File: config.mk
export PLATFORM = sky130hd
export DESIGN_NAME = glm_csr_regs
export DESIGN_NICKNAME = d
export VERILOG_FILES = /design/src/verilog/glm_isa_pkg.sv /design/src/verilog/glm_host_pkg.sv /design/src/verilog/glm_csr_regs.sv
export SDC_FILE = /design/constraint.sdc
export NUM_CORES = 1
export LEC_CHECK = 0
export ABC_AREA = 1
export BUFFER_PORTS_ARGS = -buffer_cell sky130_fd_sc_hd__buf_2
export CORE_MARGIN = 10
export CORE_UTILIZATION = 43
export CTS_CLUSTER_DIAMETER = 60
export DETAILED_ROUTE_END_ITERATION = 6
export HOLD_SLACK_MARGIN = 0.1
export PLACE_DENSITY = 0.76
export SYNTH_ARGS = -nofsm -noshare
export SYNTH_HDL_FRONTEND = slang
export SYNTH_SLANG_ARGS = --single-unit
File: constraint.sdc
create_clock -name clk -period 0.9 [get_ports clk]
set_clock_uncertainty 0.15 [all_clocks]
set_input_delay 0.09 -clock clk [delete_from_list [all_inputs] [get_ports clk]]
set_output_delay 0.09 -clock clk [all_outputs]
set_load 0.01 [all_outputs]
File: src/verilog/glm_isa_pkg.sv
`default_nettype none

package glm_isa_pkg;

    // ========================================
    // instruction format
    // ========================================

    typedef logic [31:0] instr_word_t;
    typedef logic [511:0] line_t;
    typedef logic [15:0] pc_t;
    typedef logic [31:0] index_t;

    localparam int NUM_INDEX = 3;
    localparam int NUM_OP_CLASSES = 6;
    localparam int NUM_ARGS = 4;

    typedef logic [NUM_OP_CLASSES-1:0] op_mask_t;

    // word positions inside one 512-bit instruction line
    localparam int WORD_ARG_FIRST = 3;
    localparam int WORD_STRIDE_FIRST = 10;
    localparam int WORD_COMPARE = 13;
    localparam int WORD_TARGETS = 14;
    localparam int WORD_CONTROL = 15;

    // control word: [3:0] branch select, [7:4] class, [8] nonblocking
    localparam int NONBLOCK_BIT = 8;

    // index update codes, anything else is a load
    localparam index_t IDX_HOLD = 32'hFFFF_FFFF;
    localparam index_t IDX_INC = 32'h0FFF_FFFF;
    localparam index_t IDX_DEC = 32'h01FF_FFFF;

    localparam pc_t PC_HALT = 16'hFFFF;

    // classes 1 to 3 get index times stride
    localparam int NUM_STRIDED_CLASSES = 3;

    typedef struct packed {
        index_t [NUM_INDEX-1:0] idx;
        instr_word_t [NUM_ARGS-1:0] arg;
    } op_args_t;

    typedef enum logic [2:0] {
        IDLE,
        RECEIVE,
        DECODE,
        EXECUTE,
        DONE
    } seq_state_e;

endpackage

`default_nettype wire
File: src/verilog/glm_host_pkg.sv
`default_nettype none

package glm_host_pkg;

    // ========================================
    // host addressing
    // ========================================

    localparam int CL_BYTE_IDX_BITS = 6;

    typedef logic [41:0] cl_addr_t;
    typedef logic [47:0] byte_addr_t;
    typedef logic [15:0] prog_len_t;

    localparam int LOG2_PROGRAM_SIZE = 6;
    typedef logic [LOG2_PROGRAM_SIZE-1:0] prog_addr_t;

    // register indices written by the host
    localparam logic [1:0] CSR_OUT_ADDR = 2'd1;
    localparam logic [1:0] CSR_PROGRAM_ADDR = 2'd2;
    localparam logic [1:0] CSR_START = 2'd3;

    typedef struct packed {
        logic valid;
        logic [1:0] index;
        logic [63:0] data;
    } csr_write_t;

    // ========================================
    // memory channels
    // ========================================

    typedef struct packed {
        logic valid;
        cl_addr_t addr;
    } rd_req_t;

    typedef struct packed {
        logic valid;
        glm_isa_pkg::line_t data;
    } rd_rsp_t;

    typedef struct packed {
        logic valid;
        cl_addr_t addr;
        glm_isa_pkg::line_t data;
    } wr_req_t;

    typedef enum logic [1:0] {
        IDLE,
        PROGRAM_READ,
        EXECUTE,
        DONE
    } dma_state_e;

endpackage

`default_nettype wire

File: src/verilog/glm_csr_regs.sv
`timescale 1ns/100ps
`default_nettype none

module glm_csr_regs
(
    input  wire logic clk,
    input  wire logic reset,
    input  wire glm_host_pkg::csr_write_t csr_wr,
    output glm_host_pkg::cl_addr_t out_addr,
    output glm_host_pkg::cl_addr_t program_addr,
    output glm_host_pkg::prog_len_t program_length,
    output logic start
);

    // drop the byte offset inside a line
    function automatic glm_host_pkg::cl_addr_t to_line_addr(glm_host_pkg::byte_addr_t addr);
        return addr[glm_host_pkg::CL_BYTE_IDX_BITS +: $bits(glm_host_pkg::cl_addr_t)];
    endfunction

    glm_host_pkg::byte_addr_t wr_byte_addr;

    assign wr_byte_addr = csr_wr.data[$bits(glm_host_pkg::byte_addr_t)-1:0];

    always_ff @(posedge clk)
    begin
        if (reset)
        begin
            out_addr <= '0;
            program_addr <= '0;
            program_length <= '0;
            start <= 1'b0;
        end
        else
        begin
            // start follows the length write by one cycle
            start <= csr_wr.valid && (csr_wr.index == glm_host_pkg::CSR_START);

            if (csr_wr.valid)
            begin
                case (csr_wr.index)
                    glm_host_pkg::CSR_OUT_ADDR:
                    begin
                        out_addr <= to_line_addr(wr_byte_addr);
                    end

                    glm_host_pkg::CSR_PROGRAM_ADDR:
                    begin
                        program_addr <= to_line_addr(wr_byte_addr);
                    end

                    glm_host_pkg::CSR_START:
                    begin
                        program_length <= csr_wr.data[$bits(glm_host_pkg::prog_len_t)-1:0];
                    end

                    default:
                    begin
                        // index 0 has no register here
                    end
                endcase
            end
        end
    end

endmodule

`default_nettype wire

==> results.md <==
* Slew margin rel. at 85.3%
* Die outline area at 13900 um2
* DR WL/cell at 13.5 um
* First-pass GRT wire length at 21.0 mm
* Top-area cell type share of the netlist area at 49.1%
* Layout cells sized above 1 at 36.4%
* Psw at 0.00255 W
* Grt total ovfl at 0
* Sequential Area at 2150 um2
* Post-synth top area cell: dfxtp_1
* # fillers at 703
* Setup-failing EPs final at 108
* Vias at 4257
* Nets at 911
* Pleak at 3.61 nW
* DIE HEIGHT at 118 um
* Most frequent cells in the layout: nor2_1 (199), nand2_1 (197), buf_6 (103)
* Pwr Density at 1490 nW/um2
* Final Hold Viols at 1
* Clk buf depth at 2
* Critical path type: flip-flop to output pin
* Int Power at 0.00733 W
* Sequential cell area fraction in the yosys report at 49.1%
* Worst-path clk slew at 100 ps
* CP delay by family, top: flip-flops
* Yosys cell types at 10
* Clock power frac at 32.3%
* Detailed Route WL at 13.2 mm
* Antenna Nets Post-Route at 0
* DR vias/cell at 4.36
* Syn Nets at 708
* Failing checks: hold timing, setup timing
* GPL Wtd Cong at 0.798
* Die X-Extent at 118 um
* Post-DP HPWL at 7.62 mm
* Inst Count DP at 899
* Yosys reg bits at 101
* Slowest cell on the critical path: dfxtp_2
* Buffers added on ports at 153
* RSZ-0062 raised after global routing: yes
* Max Freq at 947 MHz
* Setup WS post-layout at -156 ps
* Largest net degree at the start of global routing at 53
* Mapped Area at 4120 um2
* Initial antenna violation count at 0
* # IOs at 170
* CTS HTree Levels at 3
* Iter 0 DRT Violations at 225
* Max incr delay on CP at 360 ps
* Initial Util at 44.4%
* Type of the worst min-delay path: primary input to flip-flop
* WP data arrival at 820 ps
* Synth warn at 0
* Crit start category: flip-flop
* # rows at 35
* Sequential fraction of design power at 49.8%
* Switching Fraction at 25.8%
* Drt pass-1 iters at 4
* Avg Cell Area, Syn at 6.45 um2
* Crit path max fanout at 2
* Final Max Slew Viols at 0
* Post-route cell area at 6610 um2
* Part of the cycle the worst path needs at 117%
* Setup TNS at -13580 ps
* Vias in the first global route at 4308
* Final hold slack at -193 ps
* Commonest non-fill, non-tap cell in the layout: nor2_1
* VDD IR max at 0.923 mV
* Multi-input logic area at 1560 um2
* Status: finished with violations
* Critical path buffers and inverters at 1
* Endpoint class of the critical path: output pin
* CTS tree: done
* Minimum clock period at 1060 ps
* CTS sink cnt at 101
* Placed cell areas at 5040 um2
* Hold_buf cts at 48
* Root Driver: clkbuf_8
* Fin cells at 976
* Clk_lat worst skew at 340 ps
* Total power draw at 0.00987 W
* Most area-consuming cells after synthesis: dfxtp_1 (49%), nor2_1 (18%), nand2_1 (18%)
* Residual DRC at 0
* Max cap viols at 0
* Slew @ Worst Pin at 221 ps
* P&R area growth vs syn at 60.5%
* Core box area at 9280 um2
* Worst EP required at 660 ps
* Critical path cell sequence: buf_6
* Synthesized instance count at 639
* Antenna cells at 0
* Tot GR Track Use at 18.1%
* Combinational power share at 17.9%
* CTS buffer count at 9
==> power groups by stage <==
stage	clock network [W]	logic (W)	registers (W)
after floorplan	0	0.000582	0.00503
after global placement	0	0.00123	0.00490
after detailed placement	0	0.00124	0.00491
after CTS	0.00330	0.00168	0.00491
after global routing	0.00351	0.00194	0.00495
final	0.00319	0.00176	0.00492
==> area by class of cell <==
cell class	instances	area share, %
tap	129	2.44
multi-input combinational	404	23.6
sequential	101	32.5
clock inverter	5	1.27
inverter	103	5.85
clock buffer	11	2.14
timing repair buffer	223	32.3
==> kinds of logic (layout without fill, tap and decap cells) <==
family        count (synthesis)  count (layout)  synth area share (%)
simple gates                404             404                  36.9
buf+inv                     134             342                  14.1
flops                       101             101                  49.1
==> timing repair <==
item,in CTS,in global routing
endpoints found under the hold margin,101,4
resized for setup,203,17
endpoints found under the setup margin,101,108
buffers inserted,5,8
pin swaps,0,3
==> final timing paths <==
kind / startpoint / cells past startpoint / slack (ps) / end
max: program_length[2]$_SDFFE_PP0P_ / 1 / -160 / program_length[2]
max reg2reg: program_addr[9]$_SDFFE_PP0P_ / 5 / -20 / program_addr[9]$_SDFFE_PP0P_
min: reset / 2 / -190 / start$_SDFF_PP0_
min reg2reg: program_addr[8]$_SDFFE_PP0P_ / 4 / 370 / program_addr[8]$_SDFFE_PP0P_
==> metrics by stage <==
stage	hold slack (ps)	setup WS [ps]	utilization [%]
CTS	-243	-178	70.3
detailed placement	151	-163	54.2
floorplan	12.4	2.36	-
global placement	146	-147	54.2
global route	-222	-208	71.2
finish	-193	-156	71.2
==> layer usage <==
layer | vias to the layer above | track usage (%) | part of all wire [%]
met5 | - | 0 | 0
met4 | 0 | 8.50 | 2.9
met3 | 30 | 5.66 | 6.0
met2 | 122 | 34.3 | 55
met1 | 1901 | 17.3 | 36
li1 | 2204 | - | -
==> sequential cells by signal (all words and copies together), names as in the netlist <==
signal / cells
out_addr: 42
program_addr: 42
program_length: 16
start: 1
==> synthesized netlist by cell type <==
cell and n:
inv_1 102, buf_2 7, nand2_1 200, buf_4 10, nand3_1 3, clkbuf_1 10
dfxtp_1 101, nor2_1 201, inv_2 1, buf_6 4
Note: power is estimated with default switching activity, not from simulation.
