$ cat src/verilog/glm_isa_pkg.sv
`default_nettype none

package glm_isa_pkg;

    // ========================================
    // instruction format
    // ========================================

    typedef logic [31:0] instr_word_t;
    typedef logic [511:0] line_t;
    typedef logic [15:0] pc_t;
    typedef logic [31:0] index_t;

    localparam int NUM_INDEX = 3;
    localparam int NUM_OP_CLASSES = 6;
    localparam int NUM_ARGS = 4;

    typedef logic [NUM_OP_CLASSES-1:0] op_mask_t;

    // word positions inside one 512-bit instruction line
    localparam int WORD_ARG_FIRST = 3;
    localparam int WORD_STRIDE_FIRST = 10;
    localparam int WORD_COMPARE = 13;
    localparam int WORD_TARGETS = 14;
    localparam int WORD_CONTROL = 15;

    // control word: [3:0] branch select, [7:4] class, [8] nonblocking
    localparam int NONBLOCK_BIT = 8;

    // index update codes, anything else is a load
    localparam index_t IDX_HOLD = 32'hFFFF_FFFF;
    localparam index_t IDX_INC = 32'h0FFF_FFFF;
    localparam index_t IDX_DEC = 32'h01FF_FFFF;

    localparam pc_t PC_HALT = 16'hFFFF;

    // classes 1 to 3 get index times stride
    localparam int NUM_STRIDED_CLASSES = 3;

    typedef struct packed {
        index_t [NUM_INDEX-1:0] idx;
        instr_word_t [NUM_ARGS-1:0] arg;
    } op_args_t;

    typedef enum logic [2:0] {
        IDLE,
        RECEIVE,
        DECODE,
        EXECUTE,
        DONE
    } seq_state_e;

endpackage

`default_nettype wire
$ cat src/verilog/glm_host_pkg.sv
`default_nettype none

package glm_host_pkg;

    // ========================================
    // host addressing
    // ========================================

    localparam int CL_BYTE_IDX_BITS = 6;

    typedef logic [41:0] cl_addr_t;
    typedef logic [47:0] byte_addr_t;
    typedef logic [15:0] prog_len_t;

    localparam int LOG2_PROGRAM_SIZE = 6;
    typedef logic [LOG2_PROGRAM_SIZE-1:0] prog_addr_t;

    // register indices written by the host
    localparam logic [1:0] CSR_OUT_ADDR = 2'd1;
    localparam logic [1:0] CSR_PROGRAM_ADDR = 2'd2;
    localparam logic [1:0] CSR_START = 2'd3;

    typedef struct packed {
        logic valid;
        logic [1:0] index;
        logic [63:0] data;
    } csr_write_t;

    // ========================================
    // memory channels
    // ========================================

    typedef struct packed {
        logic valid;
        cl_addr_t addr;
    } rd_req_t;

    typedef struct packed {
        logic valid;
        glm_isa_pkg::line_t data;
    } rd_rsp_t;

    typedef struct packed {
        logic valid;
        cl_addr_t addr;
        glm_isa_pkg::line_t data;
    } wr_req_t;

    typedef enum logic [1:0] {
        IDLE,
        PROGRAM_READ,
        EXECUTE,
        DONE
    } dma_state_e;

endpackage

`default_nettype wire

$ cat src/verilog/glm_sequencer.sv
`timescale 1ns/100ps
`default_nettype none

module glm_sequencer
(
    input  wire logic clk,
    input  wire logic reset,
    input  wire logic program_ready,
    output logic ram_re,
    output glm_host_pkg::prog_addr_t ram_raddr,
    input  wire glm_isa_pkg::line_t ram_rdata,
    input  wire logic ram_rvalid,
    output glm_isa_pkg::op_mask_t op_start,
    output glm_isa_pkg::op_args_t op_args,
    input  wire glm_isa_pkg::op_mask_t op_done,
    output logic halted
);

    function automatic glm_isa_pkg::instr_word_t word_of(glm_isa_pkg::line_t line, int pos);
        return line[pos*$bits(glm_isa_pkg::instr_word_t) +: $bits(glm_isa_pkg::instr_word_t)];
    endfunction

    // hold, increment, decrement, or load the code itself
    function automatic glm_isa_pkg::index_t next_index(
        glm_isa_pkg::instr_word_t code,
        glm_isa_pkg::index_t cur
    );
        glm_isa_pkg::index_t result;
        case (code)
            glm_isa_pkg::IDX_HOLD: result = cur;
            glm_isa_pkg::IDX_INC: result = cur + 1'b1;
            glm_isa_pkg::IDX_DEC: result = cur - 1'b1;
            default: result = code;
        endcase
        return result;
    endfunction

    glm_isa_pkg::seq_state_e state;
    glm_isa_pkg::pc_t pc;
    glm_isa_pkg::line_t instr;
    glm_isa_pkg::index_t regs [glm_isa_pkg::NUM_INDEX];
    glm_isa_pkg::index_t snap [glm_isa_pkg::NUM_INDEX];
    glm_isa_pkg::op_mask_t op_mask_q;
    logic nonblocking_q;

    glm_isa_pkg::instr_word_t ctrl_word;
    glm_isa_pkg::instr_word_t targets;
    logic [3:0] dec_sel;
    logic [3:0] dec_class;
    glm_isa_pkg::op_mask_t dec_mask;
    logic dec_strided;
    glm_isa_pkg::pc_t next_pc;
    logic may_continue;

    // ========================================
    // decode of the latched instruction
    // ========================================

    always_comb
    begin
        ctrl_word = word_of(instr, glm_isa_pkg::WORD_CONTROL);
        targets = word_of(instr, glm_isa_pkg::WORD_TARGETS);
        dec_sel = ctrl_word[3:0];
        dec_class = ctrl_word[7:4];
        for (int i = 0; i < glm_isa_pkg::NUM_OP_CLASSES; i++)
        begin
            dec_mask[i] = (dec_class == 4'(i + 1));
        end
        dec_strided = (dec_class != 4'd0) && (dec_class <= glm_isa_pkg::NUM_STRIDED_CLASSES);

        // selects 1 to 3 compare one index with word 13
        if (dec_sel != 4'd0 && dec_sel <= glm_isa_pkg::NUM_INDEX)
        begin
            if (snap[dec_sel[1:0] - 2'd1] == word_of(instr, glm_isa_pkg::WORD_COMPARE))
            begin
                next_pc = targets[15:0];
            end
            else
            begin
                next_pc = targets[31:16];
            end
        end
        else
        begin
            next_pc = pc + 1'b1;
        end
    end

    // class 0 and nonblocking ops do not wait for the engine
    assign may_continue = (op_mask_q == '0) || nonblocking_q || |(op_done & op_mask_q);
    assign halted = (state == glm_isa_pkg::DONE);

    // ========================================
    // register machine
    // ========================================

    always_ff @(posedge clk)
    begin
        if (reset)
        begin
            state <= glm_isa_pkg::IDLE;
            pc <= '0;
            ram_re <= 1'b0;
            op_start <= '0;
            op_mask_q <= '0;
            nonblocking_q <= 1'b0;
        end
        else
        begin
            ram_re <= 1'b0;
            op_start <= '0;
            case (state)
                glm_isa_pkg::IDLE:
                begin
                    for (int i = 0; i < glm_isa_pkg::NUM_INDEX; i++)
                    begin
                        regs[i] <= '0;
                    end
                    if (program_ready)
                    begin
                        ram_re <= 1'b1;
                        ram_raddr <= glm_host_pkg::prog_addr_t'(pc);
                        state <= glm_isa_pkg::RECEIVE;
                    end
                end

                glm_isa_pkg::RECEIVE:
                begin
                    if (ram_rvalid)
                    begin
                        instr <= ram_rdata;
                        snap <= regs;
                        state <= glm_isa_pkg::DECODE;
                    end
                end

                glm_isa_pkg::DECODE:
                begin
                    op_mask_q <= dec_mask;
                    nonblocking_q <= ctrl_word[glm_isa_pkg::NONBLOCK_BIT];
                    op_start <= dec_mask;
                    // operands only change on a real dispatch
                    if (dec_mask != '0)
                    begin
                        for (int i = 0; i < glm_isa_pkg::NUM_INDEX; i++)
                        begin
                            if (dec_strided)
                            begin
                                op_args.idx[i] <= snap[i]
                                    * word_of(instr, glm_isa_pkg::WORD_STRIDE_FIRST + i);
                            end
                            else
                            begin
                                op_args.idx[i] <= snap[i];
                            end
                        end
                        for (int i = 0; i < glm_isa_pkg::NUM_ARGS; i++)
                        begin
                            op_args.arg[i] <= word_of(instr, glm_isa_pkg::WORD_ARG_FIRST + i);
                        end
                    end
                    pc <= next_pc;
                    state <= glm_isa_pkg::EXECUTE;
                end

                glm_isa_pkg::EXECUTE:
                begin
                    if (pc == glm_isa_pkg::PC_HALT)
                    begin
                        state <= glm_isa_pkg::DONE;
                    end
                    else if (may_continue)
                    begin
                        ram_re <= 1'b1;
                        ram_raddr <= glm_host_pkg::prog_addr_t'(pc);
                        // words 0 to 2 carry the index update codes
                        for (int i = 0; i < glm_isa_pkg::NUM_INDEX; i++)
                        begin
                            regs[i] <= next_index(word_of(instr, i), regs[i]);
                        end
                        state <= glm_isa_pkg::RECEIVE;
                    end
                end

                glm_isa_pkg::DONE:
                begin
                    pc <= '0;
                    state <= glm_isa_pkg::IDLE;
                end

                default:
                begin
                    state <= glm_isa_pkg::IDLE;
                end
            endcase
        end
    end

endmodule

`default_nettype wire

$ cat config.mk
export PLATFORM = sky130hd
export DESIGN_NAME = glm_sequencer
export DESIGN_NICKNAME = d
export VERILOG_FILES = /design/src/verilog/glm_isa_pkg.sv /design/src/verilog/glm_host_pkg.sv /design/src/verilog/glm_sequencer.sv
export SDC_FILE = /design/constraint.sdc
export NUM_CORES = 2
export LEC_CHECK = 0
export CAP_MARGIN = 25
export CELL_PAD_IN_SITES_DETAIL_PLACEMENT = 1
export CELL_PAD_IN_SITES_GLOBAL_PLACEMENT = 2
export CORE_MARGIN = 2
export CORE_UTILIZATION = 47
export DETAILED_ROUTE_END_ITERATION = 6
export DONT_BUFFER_PORTS = 1
export GPL_TIMING_DRIVEN = 0
export PLACE_DENSITY_LB_ADDON = 0.1
export REMOVE_ABC_BUFFERS = 1
export SETUP_SLACK_MARGIN = 0.3
export SLEW_MARGIN = 15
export SYNTH_ARGS = -nofsm -noshare
export SYNTH_HDL_FRONTEND = slang
export SYNTH_SLANG_ARGS = --single-unit
$ cat constraint.sdc
create_clock -name clk -period 142 [get_ports clk]
set_input_delay 7.1 -clock clk [delete_from_list [all_inputs] [get_ports clk]]
set_output_delay 7.1 -clock clk [all_outputs]
set_load 0.02 [all_outputs]
==> qor.log <==
INFO  status         status=complete, but fails checks
INFO  status         violated_checks=DRC
INFO  logic_synthesis ys_types=80
INFO  logic_synthesis synth.avg_cell_area=10.9µm²
INFO  sta            max_freq=0.0908GHz
INFO  setup_path     worstSetupStartpoint=reset
INFO  sta            finalHoldViolCount=0
INFO  logic_synthesis ys_seq_area_share=30.9%
INFO  logic_synthesis main_flop_type_after_synthesis=edfxtp_1
INFO  worst_hold_path hp-class=flip-flop to flip-flop
INFO  route          wl_per_cell=25.5µm
INFO  pwr            max-vdd-ir-drop=0.0413mV
INFO  final_layout   area_growth=9.39%
INFO  clock_tree     worstSkewPairLatency=0.77ns
INFO  die            initial_utilization=47.4%
INFO  route          drt-total-wl=252000µm
INFO  die            die_height=420µm
INFO  final_layout   final_core_utilization=51.8%
INFO  route          drt_pass1_iterations=7
INFO  logic_synthesis syn_area=81300µm²
INFO  sta            finalCriticalPeriod=11.01ns
INFO  die            top_level_ports=760
INFO  clock_tree     clkSinkCount=848
INFO  sta            timing.final.crit_share=7.75%
INFO  final_layout   nNetsFinal=9662
INFO  sta            fin_worst_hold_slack=0.413ns
INFO  sta            setup-violations-final=0
INFO  clock_tree     ctsHoldBuffers=0
INFO  global_routing wire_length_of_the_first_global_routing_pass=382000µm
INFO  clock_tree     cts.clk_slew.worst_paths=0.06ns
INFO  placed_design  gpl_wtd_cong=0.899
INFO  die            design.die.area=176000µm²
INFO  final_layout   final.fill_count=18.3k
INFO  placed_design  place_area=85700µm²
INFO  setup_path     timing_worst_setup_path_type=primary input to flip-flop
INFO  run            max-cap-violations=0
INFO  pwr            p_per_area=25.3nW/µm²
INFO  setup_path     worst-endpoint-arrival=11.44ns
INFO  setup_path     worstSetupStartpointType=primary input
INFO  placed_design  dp_hpwl=204000µm
INFO  final_layout   multi_input_comb_area=50500µm²
INFO  placed_design  place_worst_setup_slack=129.59ns
INFO  route          drc=2
INFO  placed_design  port_buffers=0
INFO  final_layout   final_cell_mix=fa_1, inv_1, and2_1
INFO  setup_path     timing.rr.start=snap[78]$_DFFE_PP_
INFO  route          detail_route.vias_per_cell=5.49
INFO  route          drt_iter0_markers=2916
INFO  final_layout   final_area=89000µm²
INFO  clock_tree     clk_root_buffer_cell=clkbuf_16
INFO  logic_synthesis synth_edf_count=815
INFO  global_routing grt.overflow.total=0
INFO  sta            worst_setup_slack_after_layout=130.99ns
INFO  pwr            static-leakage-power=38.6nW
INFO  sta            finalMaxSlewViolations=0
INFO  logic_synthesis asyncSetResetFlopFracSynth=0%
INFO  final_layout   layout.cells.most_common=fa_1
INFO  sta            grt_setup_unrepaired=false
INFO  logic_synthesis gate_count_post_synth=7483
INFO  sta            final.setup_skew=0.0766ns
INFO  sta            slew-limit-headroom=27.2%
INFO  clock_tree     cts_tree=done
INFO  sta            worst_slew_pin_slew=1.09ns
INFO  logic_synthesis synth-warning-count=0
INFO  die            die-width=420µm
INFO  clock_tree     htree_levels=3
INFO  sta            setup_tns=0ns
INFO  clock_tree     cts_setup_buffers=0
INFO  global_routing grt_pass1_vias=60.7k
INFO  global_routing maximum_number_of_pins_on_one_net_before_global_route_repair=77
INFO  global_routing grt_use_total=29.2%
INFO  die            floorplan.core_area=172000µm²
INFO  final_layout   layoutNonFillerInstCount=9860
INFO  clock_tree     cts-buffers-inserted=93
INFO  route          number_of_antenna_violating_nets_in_the_routed_design=0
INFO  global_routing grt_antenna_before_repair=37
INFO  worst_hold_path holdCritStartpoint=instr[103]$_DFFE_PP_
INFO  final_layout   ff_latch_area=25100µm²
INFO  placed_design  place_inst=9658
INFO  setup_path     worst_setup_path_end_kind=flip-flop
INFO  pwr            post-layout-total-power=2.25mW
INFO  route          route.vias.total=54.2k
INFO  setup_path     critPathMaxFanout=10
INFO  logic_synthesis flip_flop_and_latch_count_after_synthesis=848
INFO  setup_path     crit_required=142.43ns
INFO  final_layout   drive_above_1_share=5.99%
INFO  clock_tree     cts-root-to-sink-buffers=3
INFO  die            rows=152
INFO  clock_tree     post_cts_resize_count=0
cells by family (layout without fill, tap and decap cells):
logic type | count (synthesis) | after routing | share of synthesized area (%)
multiplexers | 56 | 56 | 0.784
AND/OR/NAND/NOR | 2276 | 2276 | 14.3
other | 0 | 24 | 0
XOR/XNOR | 337 | 337 | 3.63
buffers and inverters | 1527 | 1570 | 7.10
AO/OA/AOI/OAI | 751 | 751 | 6.02
flip-flops | 848 | 848 | 30.9
adder cells (fa/ha/maj) | 1688 | 1688 | 37.3
cells in the mapped netlist, types with 6 or more instances:
master | instances | area share [%]
and4_1 | 6 | 0.065
nand3_1 | 61 | 0.38
a31o_2 | 7 | 0.075
nor4_1 | 32 | 0.25
or3_1 | 19 | 0.15
nor2b_1 | 24 | 0.18
a21oi_1 | 202 | 1.2
a22oi_2 | 14 | 0.22
xnor2_1 | 236 | 2.5
a31oi_1 | 20 | 0.15
nor3b_1 | 6 | 0.055
buf_1 | 21 | 0.097
xor2_1 | 101 | 1.1
mux2_1 | 26 | 0.36
nand2_1 | 932 | 4.3
a22o_1 | 8 | 0.086
mux2i_1 | 12 | 0.15
a2111oi_0 | 8 | 0.086
o211ai_1 | 20 | 0.18
a21o_1 | 83 | 0.77
o31ai_1 | 24 | 0.22
or2_2 | 9 | 0.069
fa_1 | 1227 | 30
a211oi_1 | 35 | 0.32
inv_1 | 1170 | 5.4
nand4_1 | 33 | 0.25
o21ai_1 | 13 | 0.080
and3_1 | 39 | 0.30
mux2_2 | 12 | 0.17
o21bai_1 | 21 | 0.19
nor2_1 | 79 | 0.36
mux2_4 | 6 | 0.11
o22ai_1 | 6 | 0.046
edfxtp_1 | 815 | 30
o21ai_0 | 163 | 1.0
ha_1 | 461 | 7.1
a22oi_1 | 27 | 0.25
dfxtp_1 | 33 | 0.81
o21a_1 | 38 | 0.35
and2_1 | 939 | 7.2
nand2b_1 | 23 | 0.18
nor3_1 | 57 | 0.35
clkbuf_1 | 327 | 1.5
where the power goes:
part	internal (mW)	total, mW	switching, mW
Sequential	0.299	0.317	0.0180
Combinational	0.722	1.68	0.962
Clock	0.139	0.249	0.110
Total	1.16	2.25	1.09
area by class of cell:
type,instances,area share (%)
clock buffer,104,2.66
clock inverter,65,0.869
multi-input combinational,5108,56.8
sequential,848,28.2
antenna,24,0.0675
tap,2310,3.25
inverter,1170,4.94
timing repair buffer,231,3.21
state kept, by name (all words and copies together), names as in the netlist:
register / count
instr: 393
pc: 16
op_start: 6
regs: 96
state: 3
ram_raddr: 6
nonblocking_q: 1
op_args: 224
ram_re: 1
snap: 96
op_mask_q: 6
critical path, cell delays in order:
cell	delay [ns]
nor4_2	0.34
buf_2	0.29
buf_4	0.19
buf_2	0.21
buf_2	0.25
buf_2	0.24
buf_2	0.24
buf_4	0.20
buf_4	0.17
buf_4	0.18
buf_2	0.25
buf_4	0.22
buf_4	0.18
buf_2	0.23
buf_4	0.21
buf_2	0.22
buf_2	0.25
buf_2	0.22
buf_2	0.23
metal layers:
layer | vias up | global-route usage [%] | share of wire (%) | wire length [µm]
met2 | 1199 | 50.2 | 51 | 127000
met3 | 370 | 3.44 | 3.9 | 9790
met1 | 28800 | 37.3 | 41 | 103000
li1 | 23800 | - | - | -
met4 | 14 | 11.9 | 4.3 | 10900
met5 | - | 0 | 0.035 | 88
final timing paths:
path | end | slack, ns | cells past startpoint
setup reg to reg | op_args[159]$_DFFE_PP_ | 133.46 | 24
hold / removal | op_args[7]$_DFFE_PP_ | 0.41 | 0
setup / recovery | instr[175]$_DFFE_PP_ | 130.99 | 19
hold reg to reg | op_args[7]$_DFFE_PP_ | 0.41 | 0
No activity file was read; power rests on OpenSTA's default activity.
