<file path="src/verilog/glm_isa_pkg.sv">
`default_nettype none

package glm_isa_pkg;

    // ========================================
    // instruction format
    // ========================================

    typedef logic [31:0] instr_word_t;
    typedef logic [511:0] line_t;
    typedef logic [15:0] pc_t;
    typedef logic [31:0] index_t;

    localparam int NUM_INDEX = 3;
    localparam int NUM_OP_CLASSES = 6;
    localparam int NUM_ARGS = 4;

    typedef logic [NUM_OP_CLASSES-1:0] op_mask_t;

    // word positions inside one 512-bit instruction line
    localparam int WORD_ARG_FIRST = 3;
    localparam int WORD_STRIDE_FIRST = 10;
    localparam int WORD_COMPARE = 13;
    localparam int WORD_TARGETS = 14;
    localparam int WORD_CONTROL = 15;

    // control word: [3:0] branch select, [7:4] class, [8] nonblocking
    localparam int NONBLOCK_BIT = 8;

    // index update codes, anything else is a load
    localparam index_t IDX_HOLD = 32'hFFFF_FFFF;
    localparam index_t IDX_INC = 32'h0FFF_FFFF;
    localparam index_t IDX_DEC = 32'h01FF_FFFF;

    localparam pc_t PC_HALT = 16'hFFFF;

    // classes 1 to 3 get index times stride
    localparam int NUM_STRIDED_CLASSES = 3;

    typedef struct packed {
        index_t [NUM_INDEX-1:0] idx;
        instr_word_t [NUM_ARGS-1:0] arg;
    } op_args_t;

    typedef enum logic [2:0] {
        IDLE,
        RECEIVE,
        DECODE,
        EXECUTE,
        DONE
    } seq_state_e;

endpackage

`default_nettype wire
</file>
<file path="src/verilog/glm_host_pkg.sv">
`default_nettype none

package glm_host_pkg;

    // ========================================
    // host addressing
    // ========================================

    localparam int CL_BYTE_IDX_BITS = 6;

    typedef logic [41:0] cl_addr_t;
    typedef logic [47:0] byte_addr_t;
    typedef logic [15:0] prog_len_t;

    localparam int LOG2_PROGRAM_SIZE = 6;
    typedef logic [LOG2_PROGRAM_SIZE-1:0] prog_addr_t;

    // register indices written by the host
    localparam logic [1:0] CSR_OUT_ADDR = 2'd1;
    localparam logic [1:0] CSR_PROGRAM_ADDR = 2'd2;
    localparam logic [1:0] CSR_START = 2'd3;

    typedef struct packed {
        logic valid;
        logic [1:0] index;
        logic [63:0] data;
    } csr_write_t;

    // ========================================
    // memory channels
    // ========================================

    typedef struct packed {
        logic valid;
        cl_addr_t addr;
    } rd_req_t;

    typedef struct packed {
        logic valid;
        glm_isa_pkg::line_t data;
    } rd_rsp_t;

    typedef struct packed {
        logic valid;
        cl_addr_t addr;
        glm_isa_pkg::line_t data;
    } wr_req_t;

    typedef enum logic [1:0] {
        IDLE,
        PROGRAM_READ,
        EXECUTE,
        DONE
    } dma_state_e;

endpackage

`default_nettype wire

</file>
<file path="src/verilog/glm_program_loader.sv">
`timescale 1ns/100ps
`default_nettype none

module glm_program_loader
(
    input  wire logic clk,
    input  wire logic reset,
    input  wire logic start,
    input  wire glm_host_pkg::cl_addr_t program_addr,
    input  wire glm_host_pkg::prog_len_t program_length,
    input  wire glm_host_pkg::cl_addr_t out_addr,
    output glm_host_pkg::rd_req_t rd_req,
    input  wire glm_host_pkg::rd_rsp_t rd_rsp,
    input  wire logic rd_almost_full,
    output glm_host_pkg::wr_req_t wr_req,
    input  wire logic wr_almost_full,
    output logic ram_we,
    output glm_host_pkg::prog_addr_t ram_waddr,
    output glm_isa_pkg::line_t ram_wdata,
    input  wire logic halted,
    output logic program_ready
);

    glm_host_pkg::dma_state_e req_state;
    glm_host_pkg::dma_state_e rcv_state;
    glm_host_pkg::prog_len_t req_count;
    glm_host_pkg::prog_len_t rcv_count;
    glm_host_pkg::prog_len_t last_line;

    assign last_line = program_length - glm_host_pkg::prog_len_t'(1);

    // ========================================
    // request side
    // ========================================

    always_ff @(posedge clk)
    begin
        if (reset)
        begin
            req_state <= glm_host_pkg::IDLE;
            req_count <= '0;
            rd_req.valid <= 1'b0;
        end
        else
        begin
            rd_req.valid <= 1'b0;
            case (req_state)
                glm_host_pkg::IDLE:
                begin
                    if (start)
                    begin
                        req_count <= '0;
                        req_state <= glm_host_pkg::PROGRAM_READ;
                    end
                end

                glm_host_pkg::PROGRAM_READ:
                begin
                    // one line per cycle, held off by the sampled level
                    if (req_count < program_length && !rd_almost_full)
                    begin
                        rd_req.valid <= 1'b1;
                        rd_req.addr <= program_addr + glm_host_pkg::cl_addr_t'(req_count);
                        req_count <= req_count + 1'b1;
                        if (req_count == last_line)
                        begin
                            req_state <= glm_host_pkg::EXECUTE;
                        end
                    end
                end

                glm_host_pkg::EXECUTE:
                begin
                    if (halted)
                    begin
                        req_state <= glm_host_pkg::DONE;
                    end
                end

                glm_host_pkg::DONE:
                begin
                    req_state <= glm_host_pkg::IDLE;
                end
            endcase
        end
    end

    // ========================================
    // receive side and completion write
    // ========================================

    always_ff @(posedge clk)
    begin
        if (reset)
        begin
            rcv_state <= glm_host_pkg::IDLE;
            rcv_count <= '0;
            ram_we <= 1'b0;
        end
        else
        begin
            ram_we <= 1'b0;
            case (rcv_state)
                glm_host_pkg::IDLE:
                begin
                    if (start)
                    begin
                        rcv_count <= '0;
                        rcv_state <= glm_host_pkg::PROGRAM_READ;
                    end
                end

                glm_host_pkg::PROGRAM_READ:
                begin
                    // responses come back in order, so a counter is the address
                    if (rd_rsp.valid)
                    begin
                        ram_we <= 1'b1;
                        ram_waddr <= glm_host_pkg::prog_addr_t'(rcv_count);
                        ram_wdata <= rd_rsp.data;
                        rcv_count <= rcv_count + 1'b1;
                        if (rcv_count == last_line)
                        begin
                            rcv_state <= glm_host_pkg::EXECUTE;
                        end
                    end
                end

                glm_host_pkg::EXECUTE:
                begin
                    if (halted)
                    begin
                        rcv_state <= glm_host_pkg::DONE;
                    end
                end

                glm_host_pkg::DONE:
                begin
                    if (!wr_almost_full)
                    begin
                        rcv_state <= glm_host_pkg::IDLE;
                    end
                end
            endcase
        end
    end

    assign program_ready = (rcv_state == glm_host_pkg::EXECUTE);

    // completion flag, value 1 at the output line
    always_comb
    begin
        wr_req.valid = (rcv_state == glm_host_pkg::DONE) && !wr_almost_full;
        wr_req.addr = out_addr;
        wr_req.data = glm_isa_pkg::line_t'(1);
    end

endmodule

`default_nettype wire

</file>
<file path="config.mk">
export PLATFORM = sky130hd
export DESIGN_NAME = glm_program_loader
export DESIGN_NICKNAME = d
export VERILOG_FILES = /design/src/verilog/glm_isa_pkg.sv /design/src/verilog/glm_host_pkg.sv /design/src/verilog/glm_program_loader.sv
export SDC_FILE = /design/constraint.sdc
export NUM_CORES = 1
export LEC_CHECK = 0
export ABC_CLOCK_PERIOD_IN_PS = 28900
export BUFFER_PORTS_ARGS = -buffer_cell sky130_fd_sc_hd__buf_2
export CAP_MARGIN = 20
export CELL_PAD_IN_SITES_DETAIL_PLACEMENT = 2
export CELL_PAD_IN_SITES_GLOBAL_PLACEMENT = 2
export CORE_AREA = 2 2 686 688
export DETAILED_ROUTE_END_ITERATION = 8
export DIE_AREA = 0 0 688 690
export PLACE_DENSITY = 0.39
export SETUP_SLACK_MARGIN = 0.3
export SLEW_MARGIN = 20
export SYNTH_ARGS = -nofsm -noshare
export SYNTH_HDL_FRONTEND = slang
export SYNTH_SLANG_ARGS = --single-unit
</file>
<file path="constraint.sdc">
create_clock -name clk -period 28.9 [get_ports clk]
set_input_delay 7.225 -clock clk [delete_from_list [all_inputs] [get_ports clk]]
set_output_delay 7.225 -clock clk [all_outputs]
set_load 0.02 [all_outputs]
</file>
==> results of run 1 <==
==> metrics by stage <==
stage / instances / power, mW / setup WS [ns]
6_report: 9276 / 2.60 / 13.37
5_1_grt: 9260 / 2.73 / 13.30
4_1_cts: 9220 / 2.68 / 13.31
3_5_place_dp: 9053 / 1.46 / 13.32
3_3_place_gp: 9053 / 1.45 / 13.33
2_1_floorplan: 2284 / 1.36 / 7.26
==> worst max-delay path: stages <==
cell     delay (ns)
buf_2          0.13
nor2b_1        0.62
buf_2          0.32
==> routing by layer <==
metal	wire length, um	track usage	vias to the layer above
met3	26000	0.0453	533
li1	-	-	7758
met1	61600	0.0718	9080
met4	9760	0.0316	60
met5	587	0.00273	-
met2	101000	0.146	1368
==> power by group <==
group / leakage, nW / switching, mW / internal [mW]
clock network: 1.47 / 0.476 / 0.696
logic: 7.82 / 0.292 / 0.0873
registers: 5.39 / 0.0231 / 1.03
==> cells by family after synthesis <==
group / count (synthesis) / share of synthesized area
adder cells (fa/ha/maj): 45 / 0.0220
other: 2 / 0.000290
AND/OR/NAND/NOR: 268 / 0.0592
multiplexers: 7 / 0.00275
AO/OA/AOI/OAI: 156 / 0.0411
XOR/XNOR: 72 / 0.0243
flip-flops: 598 / 0.678
buffers and inverters: 626 / 0.172
==> worst max path at each step <==
stage	from	slack (ns)	depth (start not counted)	to
6_report	wr_almost_full	13.37	3	wr_req[554]
4_1_cts	wr_almost_full	13.31	3	wr_req[554]
3_3_place_gp	wr_almost_full	13.33	3	wr_req[554]
3_5_place_dp	wr_almost_full	13.32	3	wr_req[554]
5_1_grt	wr_almost_full	13.30	3	wr_req[554]
2_1_floorplan	reset	7.26	3	ram_waddr[0]
==> state kept, by name (all words and copies together), names as in the netlist <==
signal / flops
ram_wdata: 512
rd_req: 43
rcv_count: 16
req_count: 16
ram_waddr: 6
rcv_state: 2
req_state: 2
ram_we: 1
==> placed cells by master (no fill, tap or decap), types with 34 or more instances in the layout <==
master,count
a21oi_1,39
buf_2,1140
clkbuf_16,94
conb_1,512
dfxtp_1,38
diode_2,56
edfxtp_1,560
ha_1,44
inv_1,41
nand2_1,51
nand3_1,34
nor2_1,56
xnor2_1,39
==> final cells by class <==
class / instances / area, um2
inverters: 41 / 154
repair buffers: 1156 / 5830
diodes: 56 / 140
clock inverters: 53 / 611
flip-flops and latches: 598 / 17600
multi-input cells: 1060 / 5830
well taps: 6198 / 7750
fillers: 54900 / 426000
clock buffers: 114 / 2430
==> results.md, run 1 <==
* Status: finished, final reports clean
* Final Util at 0.0864
* Die height at 690 um
* H-tree depth at 3
* Layout cells sized above 1 at 0.439
* PortBufs at 1140
* Most common cell in the netlist: edfxtp_1
* Initial antenna violation count at 247
* Highest Clock Rate at 64.4 MHz
* Final Hold Vio Count at 0
* Tmin final at 15.53 ns
* First-pass GRT wire length at 239 mm
* Via/cell ratio at 2.03
* Routed vias at 18800
* Synth top area share at 0.649
* Post-CTS Setup Bufs at 0
* RR Endpoint: ram_wdata[200]
* # IOs at 1737
* Synth Flop Type: edfxtp_1
* Synth warn at 0
* Fin area at 0.0403 mm2
* Synthesized area per cell at 14.6 um2
* Relative slew slack at 0.290
* CTS tree: done
* Static Leak at 14.7 nW
* CTS buffer count at 93
* Hold endpoint: rcv_count[9]
* Reg clk slew, reported paths at 0.05 ns
* Data required time of the critical path at 21.67 ns
* Max Cap Viol at 0
* Worst min-delay path category: register to register
* Slew Viols, Final at 0
* NumNets Final at 3614
* Least-Margin Pin Slew at 1.07 ns
* Worst setup SP type: input pin
* Antenna Nets Post-Route at 0
* Final Setup Violations at 0
* Die Wd at 688 um
* Hold_ws at 0.594 ns
* # DRC at 0
* Setup Crit Path Kind: input pin to output port
* First-pass detailed-route iteration total at 5
* Reg2reg setup slack at 23.89 ns
* Drt first-iter violations at 991
* R2R depth at 8
* Setup TNS at 0 ns
* EDFF count, synth at 560
* Hpwl dp at 175 mm
* Peak VDD IR at 37.1 uV
* Clock Skews at 0.0707 ns
* Drt wl/cell at 21.5 um
* Mapped Area at 0.0259 mm2
* CTS Hold Bufs at 0
* CTS sink cnt at 598
* RSZ-0062 raised after global routing: no
* Syn Inst Count at 1774
* Initial Util at 0.0555
* Root buf cell: clkbuf_16
* DP Area at 0.0371 mm2
* Maximum buffer depth of the clock tree at 4
* Synth Register Bits at 598
* Row count at 251
* Gr ovfl total at 0
* Leading post-synthesis cells by cell area: edfxtp_1 (65%), buf_4 (16%), dfxtp_1 (2.9%)
* Largest net degree at the start of global routing at 76
* Final Routed Wirelength at 199 mm
* Final period util at 0.537
* GP Congestion at 0.816
* Synth cell count leaders: edfxtp_1 (560), buf_4 (555), nor2_1 (57)
* Register area share after synthesis at 0.678
* Post-CTS sizing at 0
* Synth-to-layout area growth at 55.6%
* Number of global-route vias before repair at 19000
* P per Cell Area at 64.5 mW/mm2
* Worst-Skew Late Latency at 0.86 ns
* Die area at 0.475 mm2
* CP endpoint kind: output port
* Synth cell types at 77
* Critical path peak fanout at 2
* Reg2reg start: rcv_state[1]
* HP Start: rcv_count[9]
* Synth async-reset ratio at 0
* GRT Total Usage at 0.0798
* Synth area leader: edfxtp_1
* Worst EP arrival at 8.30 ns
* Core area at 0.467 mm2
* Worst hold stages at 2
(Power assumes the default switching activity.)
==> run 2: changes to the inputs <==
Settings changed: ABC_CLOCK_PERIOD_IN_PS 28900 to 14700, CORE_AREA 2 2 686 688 to 2 2 678 680, DIE_AREA 0 0 688 690 to 0 0 680 682, PLACE_DENSITY 0.39 to 0.38.
Clock period 28.9 ns to 14.7 ns, I/O delays scaled along.
==> results.md, run 2 (synthesis results as in run 1) <==
* Status: finished, final reports clean
* Commonest non-fill, non-tap cell in the layout: buf_2
* # IOs at 1737 (unchanged)
* Worst min-delay path category: register to register
* Core area at 0.457 mm2 (-2.0%)
* Cell count after placement at 8896 (-1.7%)
* Sequential Power Share at 0.405 (+0.002)
* Synth-to-layout area growth at 55.2%
* Number of global-route vias before repair at 18900 (-0.43%)
* H-tree depth at 3 (unchanged)
* PortBufs at 1140 (unchanged)
* Switching part of the total power at 0.310 (+0.00616)
* Final Routed Wirelength at 207 mm (+4.0%)
* Die height at 682 um (-1.2%)
* CTS tree: done
* Worst EP arrival at 4.11 ns (-4.19 ns)
* Reg clk slew, reported paths at 0.05 ns (about the same)
* Drt first-iter violations at 918 (-7.4%)
* Slew Viols, Final at 0 (unchanged)
* Max Cap Viol at 0 (unchanged)
* RSZ-0062 raised after global routing: no
* Antenna Nets Post-Route at 0 (unchanged)
* Largest net degree at the start of global routing at 121 (+59%)
* Die area at 0.464 mm2 (-2.3%)
* Highest Clock Rate at 128 MHz
* Static Leak at 14.7 nW (+0.37%)
* P_int at 3.52 mW (+95%)
* Reg2reg setup slack at 10.54 ns (-13.35 ns)
* Initial antenna violation count at 218 (-12%)
* Via/cell ratio at 2.07 (+2.3%)
* CTS Hold Bufs at 0 (unchanged)
* GRT Total Usage at 0.0838 (+0.00403)
* Row count at 249 (-0.80%)
* Max reg flops at 512 (unchanged)
* Clk pwr share at 0.444 (-0.007)
* First-pass detailed-route iteration total at 5 (unchanged)
* Post-CTS sizing at 0 (unchanged)
* Drt wl/cell at 22.7 um (+5.8%)
* Final period util at 0.530
* Hpwl dp at 183 mm (+4.8%)
* CP endpoint kind: output port
* Post-CTS Setup Bufs at 0 (unchanged)
* P per Cell Area at 127 mW/mm2 (+97%)
* CTS sink cnt at 598 (unchanged)
* Final Setup Violations at 0 (unchanged)
* Root buf cell: clkbuf_16
* First-pass GRT wire length at 243 mm (+1.8%)
* Most frequent cells in the layout: buf_2 (1140), edfxtp_1 (560), conb_1 (512), clkbuf_16 (93), nor2_1 (56)
* Maximum buffer depth of the clock tree at 4 (unchanged)
* Worst setup SP type: input pin
* # DRC at 0 (unchanged)
* Peak VDD IR at 70.8 uV (+91%)
* Data required time of the critical path at 11.02 ns (-10.65 ns)
* Routed vias at 18900 (+0.54%)
* Filler cells at 53700 (-2.2%)
* Largest register by flop count: ram_wdata
* Critical path peak fanout at 2 (unchanged)
* Largest registers: ram_wdata x512, rd_req x43
* Initial Util at 0.0566 (+0.00113)
* Fin cells at 9119 (-1.7%)
* Psw at 1.59 mW (+100%)
* Worst-Skew Late Latency at 0.83 ns (-0.03 ns)
* CTS buffer count at 93 (unchanged)
* Die Wd at 680 um (-1.2%)
* NumNets Final at 3631 (+0.47%)
* Final Hold Vio Count at 0 (unchanged)
* GP Congestion at 0.892 (+9.3%)
* Clock Skews at 0.0729 ns (+0.00218 ns)
* Setup TNS at 0 ns (unchanged)
* Relative slew slack at 0.236 (-0.0542)
* Least-Margin Pin Slew at 1.14 ns (+0.0709 ns)
* Gr ovfl total at 0 (unchanged)
* Comb power frac at 0.151 (+0.005)
* Tmin final at 7.79 ns
* Setup Crit Path Kind: input pin to output port
* Layout cells sized above 1 at 0.441 (+0.00193)
## run 2: path summary, 6_finish.rpt
check / to / depth (start not counted) / start
min: req_count[5] / 2 / req_count[3]
min reg2reg: req_count[5] / 2 / req_count[3]
max: wr_req[554] / 3 / wr_almost_full
max reg2reg: rd_req[32] / 12 / req_count[0]
## run 2: routing by layer
metal	vias up	wire length [um]	GRT usage	share of wire
li1	7801	-	-	-
met1	9290	71300	0.0848	0.34
met2	1323	111000	0.163	0.53
met3	474	15300	0.0244	0.074
met4	12	9820	0.0260	0.047
met5	-	88	0.000208	0.00042
## run 2: area by class of cell
cell class | instances | area [um2] | area share
sequential | 598 | 17600 | 0.437
tap | 6024 | 7540 | 0.187
timing repair buffer | 1173 | 5970 | 0.148
multi-input combinational | 1060 | 5850 | 0.146
clock buffer | 117 | 2440 | 0.0606
clock inverter | 47 | 534 | 0.0133
inverter | 41 | 154 | 0.00383
antenna | 59 | 148 | 0.00367
## run 2: stage by stage
stage / hold WS [ns] / setup slack, ns / total power, mW / instance area (um2) / utilization
finish: 0.503 / 6.91 / 5.11 / 40200 / 0.0879
global route: 0.544 / 6.87 / 5.35 / 40100 / 0.0878
CTS: 0.511 / 6.87 / 5.26 / 40000 / 0.0876
detailed placement: 0.503 / 6.87 / 2.89 / 37100 / 0.0811
global placement: 0.508 / 6.87 / 2.88 / 37100 / 0.0811
floorplan: 0.406 / 2.45 / 2.64 / 27800 / -
## run 2: worst max-delay path, cell delays in order
cell and delay, ns:
buf_2 0.11, nor2b_1 0.14, buf_2 0.19
## run 2: power by group through the flow
stage	logic (mW)	registers (mW)	clock network [mW]
floorplan	0.398	2.25	0
global placement	0.778	2.11	0
detailed placement	0.784	2.11	0
CTS	0.786	2.07	2.40
global route	0.830	2.08	2.44
finish	0.769	2.07	2.27
==> run 3: changes to the inputs <==
Settings changed: ABC_AREA set to 1, ABC_CLOCK_PERIOD_IN_PS 14700 to 7000, CORE_AREA 2 2 678 680 to 2 2 682 684, DIE_AREA 0 0 680 682 to 0 0 684 686, PLACE_DENSITY 0.38 to 0.39.
Clock period 14.7 ns to 7 ns, I/O delays scaled along.
==> results.md, run 3 <==
* Status: finished, final reports clean
* Drt wl/cell at 22.6 um (-0.31%)
* Setup Crit Path Kind: input pin to output port
* NumNets Final at 3821 (+5.2%)
* Die height at 686 um (+0.59%)
* GRT Total Usage at 0.0868 (+0.00303)
* Slew Viols, Final at 0 (unchanged)
* Synth top area share at 0.646 (-0.00287)
* PortBufs at 1140 (unchanged)
* Synth-to-layout area growth at 55.2% (about the same)
* Final Hold Vio Count at 0 (unchanged)
* EDFF count, synth at 560 (unchanged)
* Drt first-iter violations at 1182 (+29%)
* Synth area leader: edfxtp_1
* Peak VDD IR at 172 uV (+140%)
* Max Cap Viol at 0 (unchanged)
* Commonest non-fill, non-tap cell in the layout: buf_2
* Setup TNS at 0 ns (unchanged)
* Crit path buf inv count at 2 (unchanged)
* Synth cell types at 47 (-39%)
* Data required time of the critical path at 5.25 ns (-5.77 ns)
* Die Wd at 684 um (+0.59%)
* Reg clk slew, reported paths at 0.06 ns (about the same)
* Synth cell count leaders: edfxtp_1 (560), buf_4 (555), nand2_1 (191)
* Hold_ws at 0.528 ns (+0.0249 ns)
* Pre-CTS WS at 2.18 ns (-4.68 ns)
* RSZ-0062 raised after global routing: no
* Final Setup Violations at 0 (unchanged)
* Reg area at 0.0176 mm2 (unchanged)
* Hpwl dp at 193 mm (+5.4%)
* P per Cell Area at 261 mW/mm2 (+110%)
* Syn Inst Count at 1963 (+11%)
* Antenna Nets Post-Route at 0 (unchanged)
* Core area at 0.462 mm2 (+1.0%)
* # IOs at 1737 (unchanged)
* Top cell by count, worst path: buf_2
* Layout cells sized above 1 at 0.409 (-0.0328)
* First-pass detailed-route iteration total at 5 (unchanged)
* Crit-path slowest cell: buf_2
* Synth warn at 0 (unchanged)
* Final worst slack at 3.01 ns (-3.91 ns)
* Worst EP arrival at 2.24 ns (-1.87 ns)
* Max reg flops at 512 (unchanged)
* Least-Margin Pin Slew at 0.905 ns (-0.231 ns)
* CTS tree: done
* Largest register by flop count: ram_wdata
* Number of global-route vias before repair at 19800 (+4.6%)
* Via/cell ratio at 2.07 (about the same)
* Clock Skews at 0.0649 ns (-0.00801 ns)
* CTS buffer count at 89 (-4.3%)
* Leading post-synthesis cells by cell area: edfxtp_1 (65%), buf_4 (16%), dfxtp_1 (2.9%)
* First-pass GRT wire length at 255 mm (+4.8%)
* Crit path cell chain: buf_2 > nor2_1 > buf_2
* Post-CTS sizing at 0 (unchanged)
* Cell count after placement at 9240 (+3.9%)
* Filler cells at 54500 (+1.4%)
* Final period util at 0.570
* Initial antenna violation count at 273 (+25%)
* CTS sink cnt at 598 (unchanged)
* Mapped Area at 0.0260 mm2 (+0.44%)
* CP endpoint kind: output port
* Post-CTS Setup Bufs at 0 (unchanged)
* Synth async-reset ratio at 0 (unchanged)
* Crit path largest cell delay at 0.26 ns (+0.07 ns)
* Area occupied by multi-input gates at 0.00571 mm2 (-2.3%)
* Gr ovfl total at 0 (unchanged)
* Worst min-delay path category: register to register
* Relative slew slack at 0.397 (+0.161)
* Critical path peak fanout at 2 (unchanged)
* Highest Clock Rate at 250 MHz
* Die area at 0.469 mm2 (+1.2%)
* Register area share after synthesis at 0.675 (-0.00300)
* Tmin final at 3.99 ns
* Maximum buffer depth of the clock tree at 4 (unchanged)
* Static Leak at 15.1 nW (+2.2%)
* Most frequent cells in the layout: buf_2 (1140), edfxtp_1 (560), conb_1 (512), nand2_1 (190), inv_1 (121)
* Largest registers: ram_wdata x512, rd_req x43
* Row count at 250 (+0.40%)
* Initial Util at 0.0563 (-0.000321)
* CTS Hold Bufs at 0 (unchanged)
* Worst-Skew Late Latency at 0.82 ns (about the same)
* Final Routed Wirelength at 215 mm (+3.8%)
* Routed vias at 19700 (+4.1%)
* H-tree depth at 3 (unchanged)
* Delay-heaviest family, CP: buffers and inverters
* Root buf cell: clkbuf_16
* Synth Register Bits at 598 (unchanged)
* Worst setup SP type: input pin
* Fin cells at 9494 (+4.1%)
* # DRC at 0 (unchanged)
* Most common cell in the netlist: edfxtp_1
* GP Congestion at 0.900 (+0.87%)
* Synth Flop Type: edfxtp_1
* Largest net degree at the start of global routing at 133 (+9.9%)
* Synthesized area per cell at 13.3 um2 (-9.2%)
run 3: cell types whose count changed after synthesis, moves of 10 or more:
cell / change
or3_1: -10
o21ai_0: +11
nand2_1: +140
nor3_1: +24
xnor2_1: -18
inv_1: +80
a21oi_1: +21
nand2_2: +10
nor2_1: +31
clkbuf_1: -21
nand3_1: +61
run 3: cell type report:
cell class,count,share of cell area
inverter,127,0.0118
multi-input combinational,1189,0.141
clock buffer,104,0.0576
sequential,598,0.435
tap,6174,0.191
clock inverter,44,0.0111
timing repair buffer,1152,0.145
antenna,106,0.00657
run 3: cells by family after synthesis:
family / share of synthesized area
XOR/XNOR: 0.0167
AND/OR/NAND/NOR: 0.0820
other: 0.000289
buffers and inverters: 0.179
flip-flops: 0.675
AO/OA/AOI/OAI: 0.0245
adder cells (fa/ha/maj): 0.0219
run 3: metrics by stage:
stage	utilization	power (mW)	cell area [um2]
finish	0.0874	10.5	40400
global route	0.0872	11.1	40300
CTS	0.0868	10.9	40100
detailed placement	0.0808	6.17	37400
global placement	0.0808	6.15	37400
floorplan	-	5.60	28000
run 3: worst register-to-register path, stage by stage, from the launching register on:
cell	delay, ns
dfxtp_1	0.53
inv_1	0.17
ha_1	0.21
inv_1	0.06
a21oi_1	0.07
o21a_1	0.19
o21ai_0	0.20
nand2_1	0.08
nand2_1	0.18
nand2_1	0.08
nand2_1	0.60
clkinv_1	0.49
nand2_1	0.19
nand2_1	0.06
nand2_1	0.06
nor2_1	0.06
run 3: final timing paths:
check | from | end | slack (ns) | cells past startpoint
min reg2reg | rcv_count[15] | rcv_count[15] | 0.53 | 2
max reg2reg | req_count[0] | req_count[4] | 3.66 | 15
max | wr_almost_full | wr_req[554] | 3.01 | 3
min | rcv_count[15] | rcv_count[15] | 0.53 | 2
run 3: metal layers:
metal,wire length [um],vias up,GRT usage
li1,-,8217,-
met1,64500,9430,0.0760
met2,116000,1407,0.165
met3,25400,555,0.0458
met4,9090,62,0.0336
met5,415,-,0
run 3: where the power goes:
group / switching (mW) / leakage (nW) / total, mW / internal, mW
sequential: 0.104 / 5.39 / 4.35 / 4.25
combinational: 1.31 / 8.34 / 1.69 / 0.379
clock: 1.85 / 1.34 / 4.50 / 2.65
